`config.mk`:
```
export PLATFORM = sky130hd
export DESIGN_NAME = ramBlock
export DESIGN_NICKNAME = d
export VERILOG_FILES = /design/src/verilog/ramPkg.sv /design/src/verilog/hyperRamSequencer.sv /design/src/verilog/ramBlock.sv /design/src/verilog/ramCsr.sv
export VERILOG_INCLUDE_DIRS = /design/src /design/src/verilog
export SDC_FILE = /design/constraint.sdc
export NUM_CORES = 1
export LEC_CHECK = 0
export ABC_AREA = 1
export BUFFER_PORTS_ARGS = -buffer_cell sky130_fd_sc_hd__buf_2
export CELL_PAD_IN_SITES_DETAIL_PLACEMENT = 1
export CELL_PAD_IN_SITES_GLOBAL_PLACEMENT = 2
export CORE_MARGIN = 2
export CORE_UTILIZATION = 40
export CTS_BUF_LIST = sky130_fd_sc_hd__clkbuf_8
export DETAILED_ROUTE_END_ITERATION = 10
export GPL_TIMING_DRIVEN = 0
export HOLD_SLACK_MARGIN = 0.1
export PLACE_DENSITY = 0.95
export SETUP_SLACK_MARGIN = 0.3
export SLEW_MARGIN = 40
export SYNTH_ARGS = -nofsm -noshare
export SYNTH_HDL_FRONTEND = slang
export SYNTH_SLANG_ARGS = --single-unit
```
`constraint.sdc`:
```
create_clock -name sClk -period 3.8 [get_ports sClk]
set_input_delay 0.38 -clock sClk [delete_from_list [all_inputs] [get_ports sClk]]
set_output_delay 0.38 -clock sClk [all_outputs]
set_load 0.05 [all_outputs]
```
`src/verilog/ramBlock_consts.svh`:
```
// fixed for an x8 HyperRAM, one 16-bit word per access, single initial latency only
`ifndef RAMBLOCK_CONSTS_SVH
`define RAMBLOCK_CONSTS_SVH
`default_nettype none

// ------------------------------------------------------------
// pin and word widths
// ------------------------------------------------------------
`define RAM_DQ_WIDTH	8
`define RAM_WORD_WIDTH	16
`define RAM_ADRS_WIDTH	32
`define CSR_ADRS_WIDTH	4

// cycles between last command-address byte and first data byte
`define RAM_LATENCY	6
// 48-bit command-address in bytes
`define CA_BYTES	6

// ------------------------------------------------------------
// register map
// ------------------------------------------------------------
`define CSR_CTRL	4'd0
`define CSR_STATUS	4'd1
`define CSR_ADRS_LO	4'd2
`define CSR_ADRS_HI	4'd3
`define CSR_WDATA	4'd4
`define CSR_RDATA	4'd5

`default_nettype wire
`endif

```
`src/verilog/ramPkg.sv`:
```
// shared types; field widths come from the consts header and must match the RTL built with it
`include "ramBlock_consts.svh"
`default_nettype none

package ramPkg;

	// transaction direction, opRead becomes CA bit 47
	typedef enum logic
	{
		opWrite = 1'b0,
		opRead  = 1'b1
	} ramOp;

	// sequencer phases
	typedef enum logic [2:0]
	{
		stIdle,
		stCmd,
		stLatency,
		stData,
		stDone
	} seqState;

	// one register bus access, read address or write
	typedef struct packed
	{
		logic [`CSR_ADRS_WIDTH-1:0] adrs;
		logic [`RAM_WORD_WIDTH-1:0] wData;
		logic                       we;
	} csrReq;

	// command from register file to sequencer
	typedef struct packed
	{
		ramOp                       op;
		logic [`RAM_ADRS_WIDTH-1:0] adrs;
		logic [`RAM_WORD_WIDTH-1:0] wData;
	} ramCmd;

	// everything driven toward the memory
	typedef struct packed
	{
		logic [`RAM_DQ_WIDTH-1:0] dq;
		logic                     dqOe;
		logic                     rwds;
		logic                     rwdsOe;
		logic                     ck;
		logic                     ckN;
		logic                     csN;
		logic                     rstN;
	} hyperPins;

endpackage

`default_nettype wire

```
`src/verilog/hyperRamSequencer.sv`:
```
// one byte per sClk, ck toggles every cycle; no double latency, a read without RWDS waits forever
`timescale 1ns/1ns
`include "ramBlock_consts.svh"
`default_nettype none

module hyperRamSequencer
	import ramPkg::*;
(
	input  wire                        sClk,
	input  wire                        arstN,
	input  wire ramCmd                 cmd,
	input  wire                        start,
	output logic                       busy,
	output logic                       done,
	output logic [`RAM_WORD_WIDTH-1:0] capData,
	output hyperPins                   pins,
	input  wire [`RAM_DQ_WIDTH-1:0]    dqIn,
	input  wire                        rwdsIn
);

	localparam int CA_WIDTH = `CA_BYTES * `RAM_DQ_WIDTH;
	// reserved CA bits 15..3
	localparam int RSV_BITS = 13;

	seqState state;
	logic [2:0] cnt;
	ramOp xferOp;

	logic [CA_WIDTH-1:0] caWord;
	logic [CA_WIDTH-1:0] caShift;
	logic [`RAM_WORD_WIDTH-1:0] wordReg;

	// registered pin state
	logic [`RAM_DQ_WIDTH-1:0] dqReg;
	logic dqOe;
	logic rwdsOe;
	logic ck;
	logic csN;

	logic closing;

	// ------------------------------------------------------------
	// command-address, read flag / memory space / linear burst
	// ------------------------------------------------------------
	assign caWord = {cmd.op == opRead, 1'b0, 1'b1,
		cmd.adrs[`RAM_ADRS_WIDTH-1:3], RSV_BITS'(0), cmd.adrs[2:0]};

	// last data cycle
	// writes close on the second byte, reads on the second strobed byte
	assign closing = (state == stData) && (cnt == 3'd1) &&
		((xferOp == opWrite) || rwdsIn);

	always_ff @(posedge sClk or negedge arstN)
	begin
		if (!arstN)
		begin
			state  <= stIdle;
			cnt    <= '0;
			xferOp <= opWrite;
			dqReg  <= '0;
			dqOe   <= 1'b0;
			rwdsOe <= 1'b0;
			ck     <= 1'b0;
			csN    <= 1'b1;
			done   <= 1'b0;
		end
		else
		begin
			done <= 1'b0;
			// toggle only under chip select, park low when it closes
			ck <= (csN || closing) ? 1'b0 : ~ck;

			case (state)
				stIdle:
				begin
					if (start)
					begin
						state  <= stCmd;
						cnt    <= '0;
						xferOp <= cmd.op;
						csN    <= 1'b0;
						dqOe   <= 1'b1;
						dqReg  <= caWord[CA_WIDTH-1 -: `RAM_DQ_WIDTH];
					end
				end

				// six CA bytes, MSB first
				stCmd:
				begin
					if (cnt == 3'(`CA_BYTES - 1))
					begin
						state <= stLatency;
						cnt   <= '0;
						dqReg <= '0;
					end
					else
					begin
						cnt   <= cnt + 3'd1;
						dqReg <= caShift[CA_WIDTH-1 -: `RAM_DQ_WIDTH];
					end
				end

				stLatency:
				begin
					if (cnt == 3'(`RAM_LATENCY - 1))
					begin
						state <= stData;
						cnt   <= '0;
						if (xferOp == opWrite)
						begin
							// high byte first, rwds low means no mask
							dqReg  <= wordReg[`RAM_WORD_WIDTH-1 -: `RAM_DQ_WIDTH];
							rwdsOe <= 1'b1;
						end
						else
							dqOe <= 1'b0;
					end
					else
						cnt <= cnt + 3'd1;
				end

				stData:
				begin
					if (closing)
					begin
						state  <= stDone;
						cnt    <= '0;
						csN    <= 1'b1;
						dqOe   <= 1'b0;
						rwdsOe <= 1'b0;
						done   <= 1'b1;
					end
					else if (xferOp == opWrite)
					begin
						cnt   <= cnt + 3'd1;
						dqReg <= wordReg[`RAM_DQ_WIDTH-1:0];
					end
					// read waits here for the strobe
					else if (rwdsIn)
						cnt <= cnt + 3'd1;
				end

				// one idle cycle with done high
				stDone:
					state <= stIdle;

				default:
					state <= stIdle;
			endcase
		end
	end

	// ------------------------------------------------------------
	// payload shift registers
	// ------------------------------------------------------------
	always_ff @(posedge sClk)
	begin
		if ((state == stIdle) && start)
		begin
			caShift <= caWord << `RAM_DQ_WIDTH;
			wordReg <= cmd.wData;
		end
		else if (state == stCmd)
			caShift <= caShift << `RAM_DQ_WIDTH;
		else if ((state == stData) && (xferOp == opRead) && rwdsIn)
			wordReg <= {wordReg[`RAM_DQ_WIDTH-1:0], dqIn};
	end

	// valid for reads when done pulses
	assign capData = wordReg;
	assign busy    = ~csN;

	assign pins.dq     = dqReg;
	assign pins.dqOe   = dqOe;
	assign pins.rwds   = 1'b0;
	assign pins.rwdsOe = rwdsOe;
	assign pins.ck     = ck;
	assign pins.ckN    = ~ck;
	assign pins.csN    = csN;
	// memory reset follows the block reset
	assign pins.rstN   = arstN;

endmodule

`default_nettype wire

```
`src/verilog/ramBlock.sv`:
```
// dq and rwds are split into in and out with enables; tristate buffers live outside this block
`timescale 1ns/1ns
`include "ramBlock_consts.svh"
`default_nettype none

module ramBlock
	import ramPkg::*;
(
	input  wire                        sClk,
	input  wire                        arstN,
	input  wire csrReq                 csr,
	output logic [`RAM_WORD_WIDTH-1:0] csrRData,
	output hyperPins                   pins,
	input  wire [`RAM_DQ_WIDTH-1:0]    dqIn,
	input  wire                        rwdsIn
);

	// ------------------------------------------------------------
	// register file to sequencer
	// ------------------------------------------------------------
	ramCmd cmd;
	logic start;
	logic busy;
	logic done;
	logic [`RAM_WORD_WIDTH-1:0] capData;

	ramCsr csr0
	(
		.sClk     (sClk),
		.arstN    (arstN),
		.csr      (csr),
		.csrRData (csrRData),
		.cmd      (cmd),
		.start    (start),
		.busy     (busy),
		.done     (done),
		.capData  (capData)
	);

	// HyperBus pin side
	hyperRamSequencer seq0
	(
		.sClk    (sClk),
		.arstN   (arstN),
		.cmd     (cmd),
		.start   (start),
		.busy    (busy),
		.done    (done),
		.capData (capData),
		.pins    (pins),
		.dqIn    (dqIn),
		.rwdsIn  (rwdsIn)
	);

endmodule

`default_nettype wire

```
`src/verilog/ramCsr.sv`:
```
// single-word commands only; a start while busy or finishing is dropped and flagged in status bit 2
`timescale 1ns/1ns
`include "ramBlock_consts.svh"
`default_nettype none

module ramCsr
	import ramPkg::*;
(
	input  wire                        sClk,
	input  wire                        arstN,
	input  wire csrReq                 csr,
	output logic [`RAM_WORD_WIDTH-1:0] csrRData,
	output ramCmd                      cmd,
	output logic                       start,
	input  wire                        busy,
	input  wire                        done,
	input  wire [`RAM_WORD_WIDTH-1:0]  capData
);

	// ------------------------------------------------------------
	// register storage
	// ------------------------------------------------------------
	logic [`RAM_WORD_WIDTH-1:0] adrsLo;
	logic [`RAM_WORD_WIDTH-1:0] adrsHi;
	logic [`RAM_WORD_WIDTH-1:0] wDataReg;
	logic [`RAM_WORD_WIDTH-1:0] rDataReg;
	// op for the next start, and op of the transaction in flight
	ramOp opReg;
	ramOp xferOp;
	// sticky status flags
	logic doneBit;
	logic dropBit;

	logic ctrlWr;
	logic statusWr;
	logic accept;

	assign ctrlWr   = csr.we && (csr.adrs == `CSR_CTRL);
	assign statusWr = csr.we && (csr.adrs == `CSR_STATUS);
	// sequencer only takes start in idle, which is neither busy nor done
	assign accept   = start && !busy && !done;

	// word address split over two halves
	assign cmd.op    = opReg;
	assign cmd.adrs  = {adrsHi, adrsLo};
	assign cmd.wData = wDataReg;

	always_ff @(posedge sClk or negedge arstN)
	begin
		if (!arstN)
		begin
			adrsLo   <= '0;
			adrsHi   <= '0;
			wDataReg <= '0;
			rDataReg <= '0;
			opReg    <= opWrite;
			xferOp   <= opWrite;
			doneBit  <= 1'b0;
			dropBit  <= 1'b0;
			start    <= 1'b0;
		end
		else
		begin
			// start is a one-cycle pulse from ctrl bit 0
			start <= ctrlWr && csr.wData[0];

			if (csr.we)
			begin
				case (csr.adrs)
					`CSR_CTRL:    opReg    <= ramOp'(csr.wData[1]);
					`CSR_ADRS_LO: adrsLo   <= csr.wData;
					`CSR_ADRS_HI: adrsHi   <= csr.wData;
					`CSR_WDATA:   wDataReg <= csr.wData;
					default:      ;
				endcase
			end

			// remember direction so a later ctrl write can't confuse read-back
			if (accept)
				xferOp <= opReg;

			// completion beats a clearing write in the same cycle
			if (done)
				doneBit <= 1'b1;
			else if (statusWr)
				doneBit <= 1'b0;

			if (start && !accept)
				dropBit <= 1'b1;
			else if (statusWr)
				dropBit <= 1'b0;

			if (done && (xferOp == opRead))
				rDataReg <= capData;
		end
	end

	// ------------------------------------------------------------
	// read mux, combinational on csr.adrs
	// ------------------------------------------------------------
	always_comb
	begin
		case (csr.adrs)
			`CSR_CTRL:
				csrRData = {{(`RAM_WORD_WIDTH-2){1'b0}}, opReg == opRead, 1'b0};
			// done shows live so software sees it in the done cycle
			`CSR_STATUS:
				csrRData = {{(`RAM_WORD_WIDTH-3){1'b0}}, dropBit, busy, doneBit | done};
			`CSR_ADRS_LO: csrRData = adrsLo;
			`CSR_ADRS_HI: csrRData = adrsHi;
			`CSR_WDATA:   csrRData = wDataReg;
			`CSR_RDATA:   csrRData = rDataReg;
			default:      csrRData = '0;
		endcase
	end

endmodule

`default_nettype wire

```
* Word level (Yosys, flattened, before mapping)
Cells that the tools add are included.
** Storage, ports and cells
- Bits in registers :: 135
- Input bits :: 32
** Operators by class
- Add/subtract/negate cells :: 1
- Equal/unequal tests :: 20
- Multiplexer cells :: 41
- Bitwise gates (word level) :: 4
- Reductions and logical operators :: 40
** Operators with widths (number)
- 48-bit two-way mux :: 2
- 16-bit one-hot mux with 6 select lines :: 1
- 16-bit two-way mux :: 3
- 8-bit two-way mux :: 6
- 8-bit one-hot mux with 4 select lines :: 1
- 3-bit two-way mux :: 9
- 1-bit two-way mux :: 14
- 1-bit logical AND :: 12
- 3-bit one-hot mux with 4 select lines :: 1
- 2-bit AND reduction :: 6
- 2-bit nonzero test :: 6
- 2-bit by 1-bit != test with 1-bit output, second input constant :: 5
- 3-bit one-hot mux with 3 select lines :: 1
- 4-bit by 2-bit equality test with 1-bit output, second input constant :: 2
- 4-bit by 3-bit equality test with 1-bit output, second input constant :: 2
- 2-bit != test, second input constant :: 4
- 4-bit AND reduction :: 2
- 3-bit by 1-bit equality test with 1-bit output, second input constant :: 2
- 3-bit by 2-bit equality test with 1-bit output, second input constant :: 2
- 3-bit AND reduction :: 2
- 6-bit AND reduction :: 1
- 3-bit nonzero test :: 2
- 5-bit AND reduction :: 1
- 4-bit by 1-bit equality test with 1-bit output, second input constant :: 1
- 13 further kinds :: 18

* Longest topological paths before layout
- Depth in word-level cells :: 6
- Mapped depth :: 9
- Depth with buffers taken out :: 9

* Cells and area by module
From an unflattened synthesis, not the netlist that was laid out.
** Second synthesis, totals
- Cell total of the unflattened synthesis :: 729
- Area, all modules :: 6497.5 µm²
** By module, submodules not included
- ramCsr :: times used 1, cells an instance 388, area an instance 3326.9 µm², sequential area each 1726.7 µm²
- hyperRamSequencer :: times used 1, cells an instance 341, area an instance 3170.5 µm², sequential area each 1853.0 µm²

* Worst setup path after synthesis
Ideal clock, no wire load.
- Path kind :: register to register
- Start :: reg seq0.state[0]
- End :: reg seq0.wordReg[0], in the netlist seq0.capData[0] (enable)
- Setup time :: 0.414 ns
- Data arrival time :: 2.008 ns
- Required time :: 3.386 ns
- Path slack :: 1.378 ns
- Cell stages (with the launch flop) :: 5
- Buffers on the path :: 0
- Period minus slack after synthesis :: 2.422 ns
- Cell sequence :: dfrtp_1 -> nand2_1 -> nor2_2 -> inv_1 -> o31ai_1
** Between the ends
- Cells in the longest elaborated chain, start to end :: 5
- Elaborated cells between the ends (all ways) :: 9
- Classes of those cells :: eq/ne (3); reduce/logical (6)
** RTL lines
- start, declared :: line hyperRamSequencer.sv:25 : seqState state;
- start signal, assigned :: line hyperRamSequencer.sv:57 : state <= stIdle;
- start signal, assigned :: line hyperRamSequencer.sv:78 : state <= stCmd;
- start signal, assigned :: line hyperRamSequencer.sv:92 : state <= stLatency;
- 3-bit by 2-bit equality test with 1-bit output :: line hyperRamSequencer.sv:165 : else if ((state == stData) && (xferOp == opRead) && rwdsIn)
- 1-bit logical AND (2 in series) :: line hyperRamSequencer.sv:165
- 2-bit nonzero test (no source line)
- 2-bit AND reduction (no source line) (*)
- end signal, assigned :: line hyperRamSequencer.sv:161 : wordReg <= cmd.wData;
- end signal, assigned :: line hyperRamSequencer.sv:166 : wordReg <= {wordReg[`RAM_DQ_WIDTH-1:0], dqIn};
- end, declared :: line hyperRamSequencer.sv:31 : logic [`RAM_WORD_WIDTH-1:0] wordReg;
Mark *: on every way between the ends. The rest lies on a longest branch, timed or not.
A chain may end at the register's enable or synchronous reset.

* Worst setup path in the final report
- Start :: in arstN
- End :: out pins[0] (netlist name)
** RTL lines
- start, declared :: line ramBlock.sv:10 : input wire arstN,
- end, declared :: line ramBlock.sv:13 : output hyperPins pins,
No word-level cell between the ends.

==> flow_summary_export.csv <==
group,metric,value,unit
placement,dp_worst_setup_slack,1.52,ns
power_and_ir_drop,seqPwrFrac,45.0,%
global_route,met3_usage,5.38,%
synthesis,synthCells,651,
timing,finalSetupTns,0,ns
outcome,outcome,"finished clean",
routing,vias,5036,
worst_setup_path,arrival,2.01,ns
worst_setup_path,crit_required,3.42,ns
global_route,grt_max_degree,54,
routing,via_per_inst,5.39,
worst_setup_path,path_cells,"dlygate4sd3_1 -> buf_6 -> buf_16 -> buf_4 -> buf_2",
clocking,clock-sinks,135,
timing,worstMarginPinSlew,0.639,ns
timing,timing.fmax,0.418,GHz
cells_and_area,final_cells,934,
clocking,cts_tree,"yes",
synthesis,ys_ff_latch,135,
timing,report.final.setup_viol,0,
power_and_ir_drop,p_sw_share,39.6,%
placement,post-dp-hpwl,13900,µm
routing,drc_errors,0,
power_and_ir_drop,p_switching,1.99,mW
timing,final.setup.worst_slack,1.41,ns
clocking,cts_made_buffers,17,
die,die_area,16400,µm²
synthesis,synthDistinctLibCells,35,
synthesis,synth_top_area_cell,"dfrtp_1",
clocking,htreeDepth,4,
placement,portBuffers,61,
power_and_ir_drop,comb_power_share,34.3,%
power_and_ir_drop,clkPwrFrac,20.7,%
synthesis,synth_fp_nets,685,
clocking,clk_pin_slew,0.07,ns
synthesis,synth_edf_count,43,
synthesis,synth_ff_type,"dfrtp_1",
global_route,met1_usage,30.9,%
routing,drtIter0Drc,322,
run,cap_violations,0,
clocking,clk_latency,0.46,ns
synthesis,async_flop_share,65.9,%
global_route,grt_pass1_wl,29300,µm
timing,slew_viol_final,0,
global_route,busiest_layer,"met2",
routing,dr.pass1.iters,5,
synthesis,yosysWarnings,0,
worst_setup_path,worstSetupEndpointType,"output port",
power_and_ir_drop,finalPower,5.03,mW
timing,skew,0.0134,ns
clocking,cts_root_buf,"clkbuf_8",
clocking,clockBufferDepth,2,
placement,placedCellCount,902,
power_and_ir_drop,ir_worst_vdd,0.355,mV
placement,gp_congestion,0.875,
timing,slew_headroom,57.4,%
global_route,grt_overflow,0,
die,die_x,128,µm
timing,hold_violations,0,
die,die_y,128,µm
global_route,grt_use_total,24.0,%
cells_and_area,n_antenna_cell,0,
synthesis,ys_seq_area_share,58.2,%
worst_setup_path,crit_type,"in2out",
timing,fin_crit,2.39,ns
cells_and_area,layout-drive-gt1-share,20.5,%
global_route,grt_pass1_vias,5254,
power_and_ir_drop,powerDensity,710,nW/µm²
worst_setup_path,cpMaxStageDelayCell,"dlygate4sd3_1",
min_path,hp-class,"in2reg",
routing,routed_wl,18700,µm
cells_and_area,fin_nets,768,
worst_setup_path,cp_slowest_stage_delay,0.54,ns
synthesis,synth_top_area_share,35.8,%
die,core_area,15100,µm²
power_and_ir_drop,p_leak,3.35,nW
worst_setup_path,cp_num_buf_inv,5,
worst_setup_path,start_kind,"input port",
routing,antenna_left,0,
die,start_util,40.8,%
synthesis,synth_area,6150,µm²
die,io_pins,63,
global_route,grt_util_met2,41.1,%
die,rows,45,
synthesis,synth_area_leaders,"dfrtp_1, edfxtp_1, nand2_1",
worst_setup_path,crit_family,"buffers and inverters",
power_and_ir_drop,p_int,3.04,mW
synthesis,synth_area_per_cell,9.45,µm²
global_route,antenna_found_initial,0,
timing,grt_setup_unrepaired,"false",
timing,fin_crit_sh,62.9,%
routing,wl_per_cell,20.0,µm
cells_and_area,synthToLayoutAreaGrowth,15.2,%
worst_setup_path,cp_max_fo,53,
## tightest hold or removal path: stages
cell	delay (ns)
buf_2	0.09
nand2_1	0.04
o21ai_0	0.06
## state kept, by name (all words and copies together), names as in the netlist, 3 cells and up
name,flops
seq0.caShift,30
csr0.adrsHi,16
csr0.adrsLo,16
csr0.rDataReg,16
csr0.wDataReg,16
seq0.capData,16
seq0.dqReg,8
seq0.cnt,3
seq0.state,3
## layer usage
metal,vias up,share of wire [%]
met3,17,4.6
met4,0,1.1
li1,2345,-
met5,-,0
met1,2538,44
met2,136,51
## repair_timing
item,CTS,global route
hold endpoints to repair,37,0
buffers inserted,0,0
gates resized for setup,0,0
hold buffers,1,0
## worst paths after layout
| check | startpoint | end | slack [ns] | cells after the start |
|---|---|---|---|---|
| setup / recovery | arstN | pins[0] | 1.41 | 5 |
| hold / removal | csr[6] | csr0.wDataReg[5]$_DFFE_PN0P_ | 0.15 | 3 |
| setup reg to reg | seq0.state[0]$_DFFE_PN0P_ | seq0.caShift[42]$_DFFE_PP_ | 1.52 | 6 |
| hold reg to reg | seq0.ck$_DFF_PN0_ | seq0.ck$_DFF_PN0_ | 0.46 | 1 |
| max in group asynchronous | arstN | seq0.csN$_DFFE_PN1P_ | 2.77 | 3 |
| min in group asynchronous | arstN | csr0.adrsLo[2]$_DFFE_PN0P_ | 0.39 | 2 |
## metrics by stage
stage / hold slack, ns / cell area (µm²) / util, %
after floorplan: 0.0844 / 6150 / -
after global placement: 0.447 / 6690 / 44.3
after detailed placement: 0.307 / 6750 / 44.7
after CTS: 0.131 / 7090 / 47.0
after global routing: 0.148 / 7090 / 47.0
final: 0.151 / 7090 / 47.0
## cells in the final DEF, fill, tap and decap left out, types with 2 or more instances in the layout
master and count:
a21oi_1 3, a22o_1 16, a31o_2 2, buf_2 75, buf_4 10, buf_6 2, clkbuf_1 8, clkbuf_8 18
clkinv_2 4, dfrtp_1 88, dfxtp_1 3, edfxtp_1 43, ha_1 2, inv_1 71, inv_2 7, mux2_2 16
nand2_1 173, nand2_2 3, nand3_1 41, nand3_2 2, nand4_1 14, nor2_1 25, nor2_2 4, nor2_4 3
o2111ai_1 13, o21ai_0 70, o21ai_1 15
## layout make-up
class,count,area [µm²]
Sequential cell,135,3580
Inverter,71,267
Fill cell,1776,8000
Multi-Input combinational cell,411,2130
Clock buffer,18,248
Tap cell,188,235
Buffer,34,184
Timing Repair Buffer,64,360
Clock inverter,13,80.1
## power by group through the flow
| stage | Clock, mW | Sequential (mW) | Combinational (mW) |
|---|---|---|---|
| after floorplan | 0 | 2.31 | 1.13 |
| after global placement | 0 | 2.25 | 1.64 |
| after detailed placement | 0 | 2.28 | 1.72 |
| after global routing | 1.12 | 2.30 | 1.90 |
| after CTS | 1.05 | 2.26 | 1.73 |
| final | 1.04 | 2.26 | 1.73 |
## kinds of logic (layout without fill, tap and decap cells)
logic type	after synthesis	count (layout)	synth area share, %
and+or+nand+nor	267	267	18.7
DFF	135	135	58.2
AOI/OAI and AO/OA	124	124	12.2
buffers and inverters	105	200	7.32
muxes	16	16	2.93
adders and majority gates	2	2	0.407
other	1	1	0.0610
xor gates and xnor gates	1	1	0.142
## synth_stat cells (all sizes together), types with 2 or more instances
cell type and count:
clkbuf 8, buf 26, mux2 16, edfxtp 43, inv 71, dfxtp 3, nor2 32, a22o 16
nand2 176, ha 2, a21oi 4, dfrtp 88, o2111ai 13, a31o 2, o21ai 86, nand4 15
nand3 43
No activity file was read; power rests on OpenSTA's default activity.
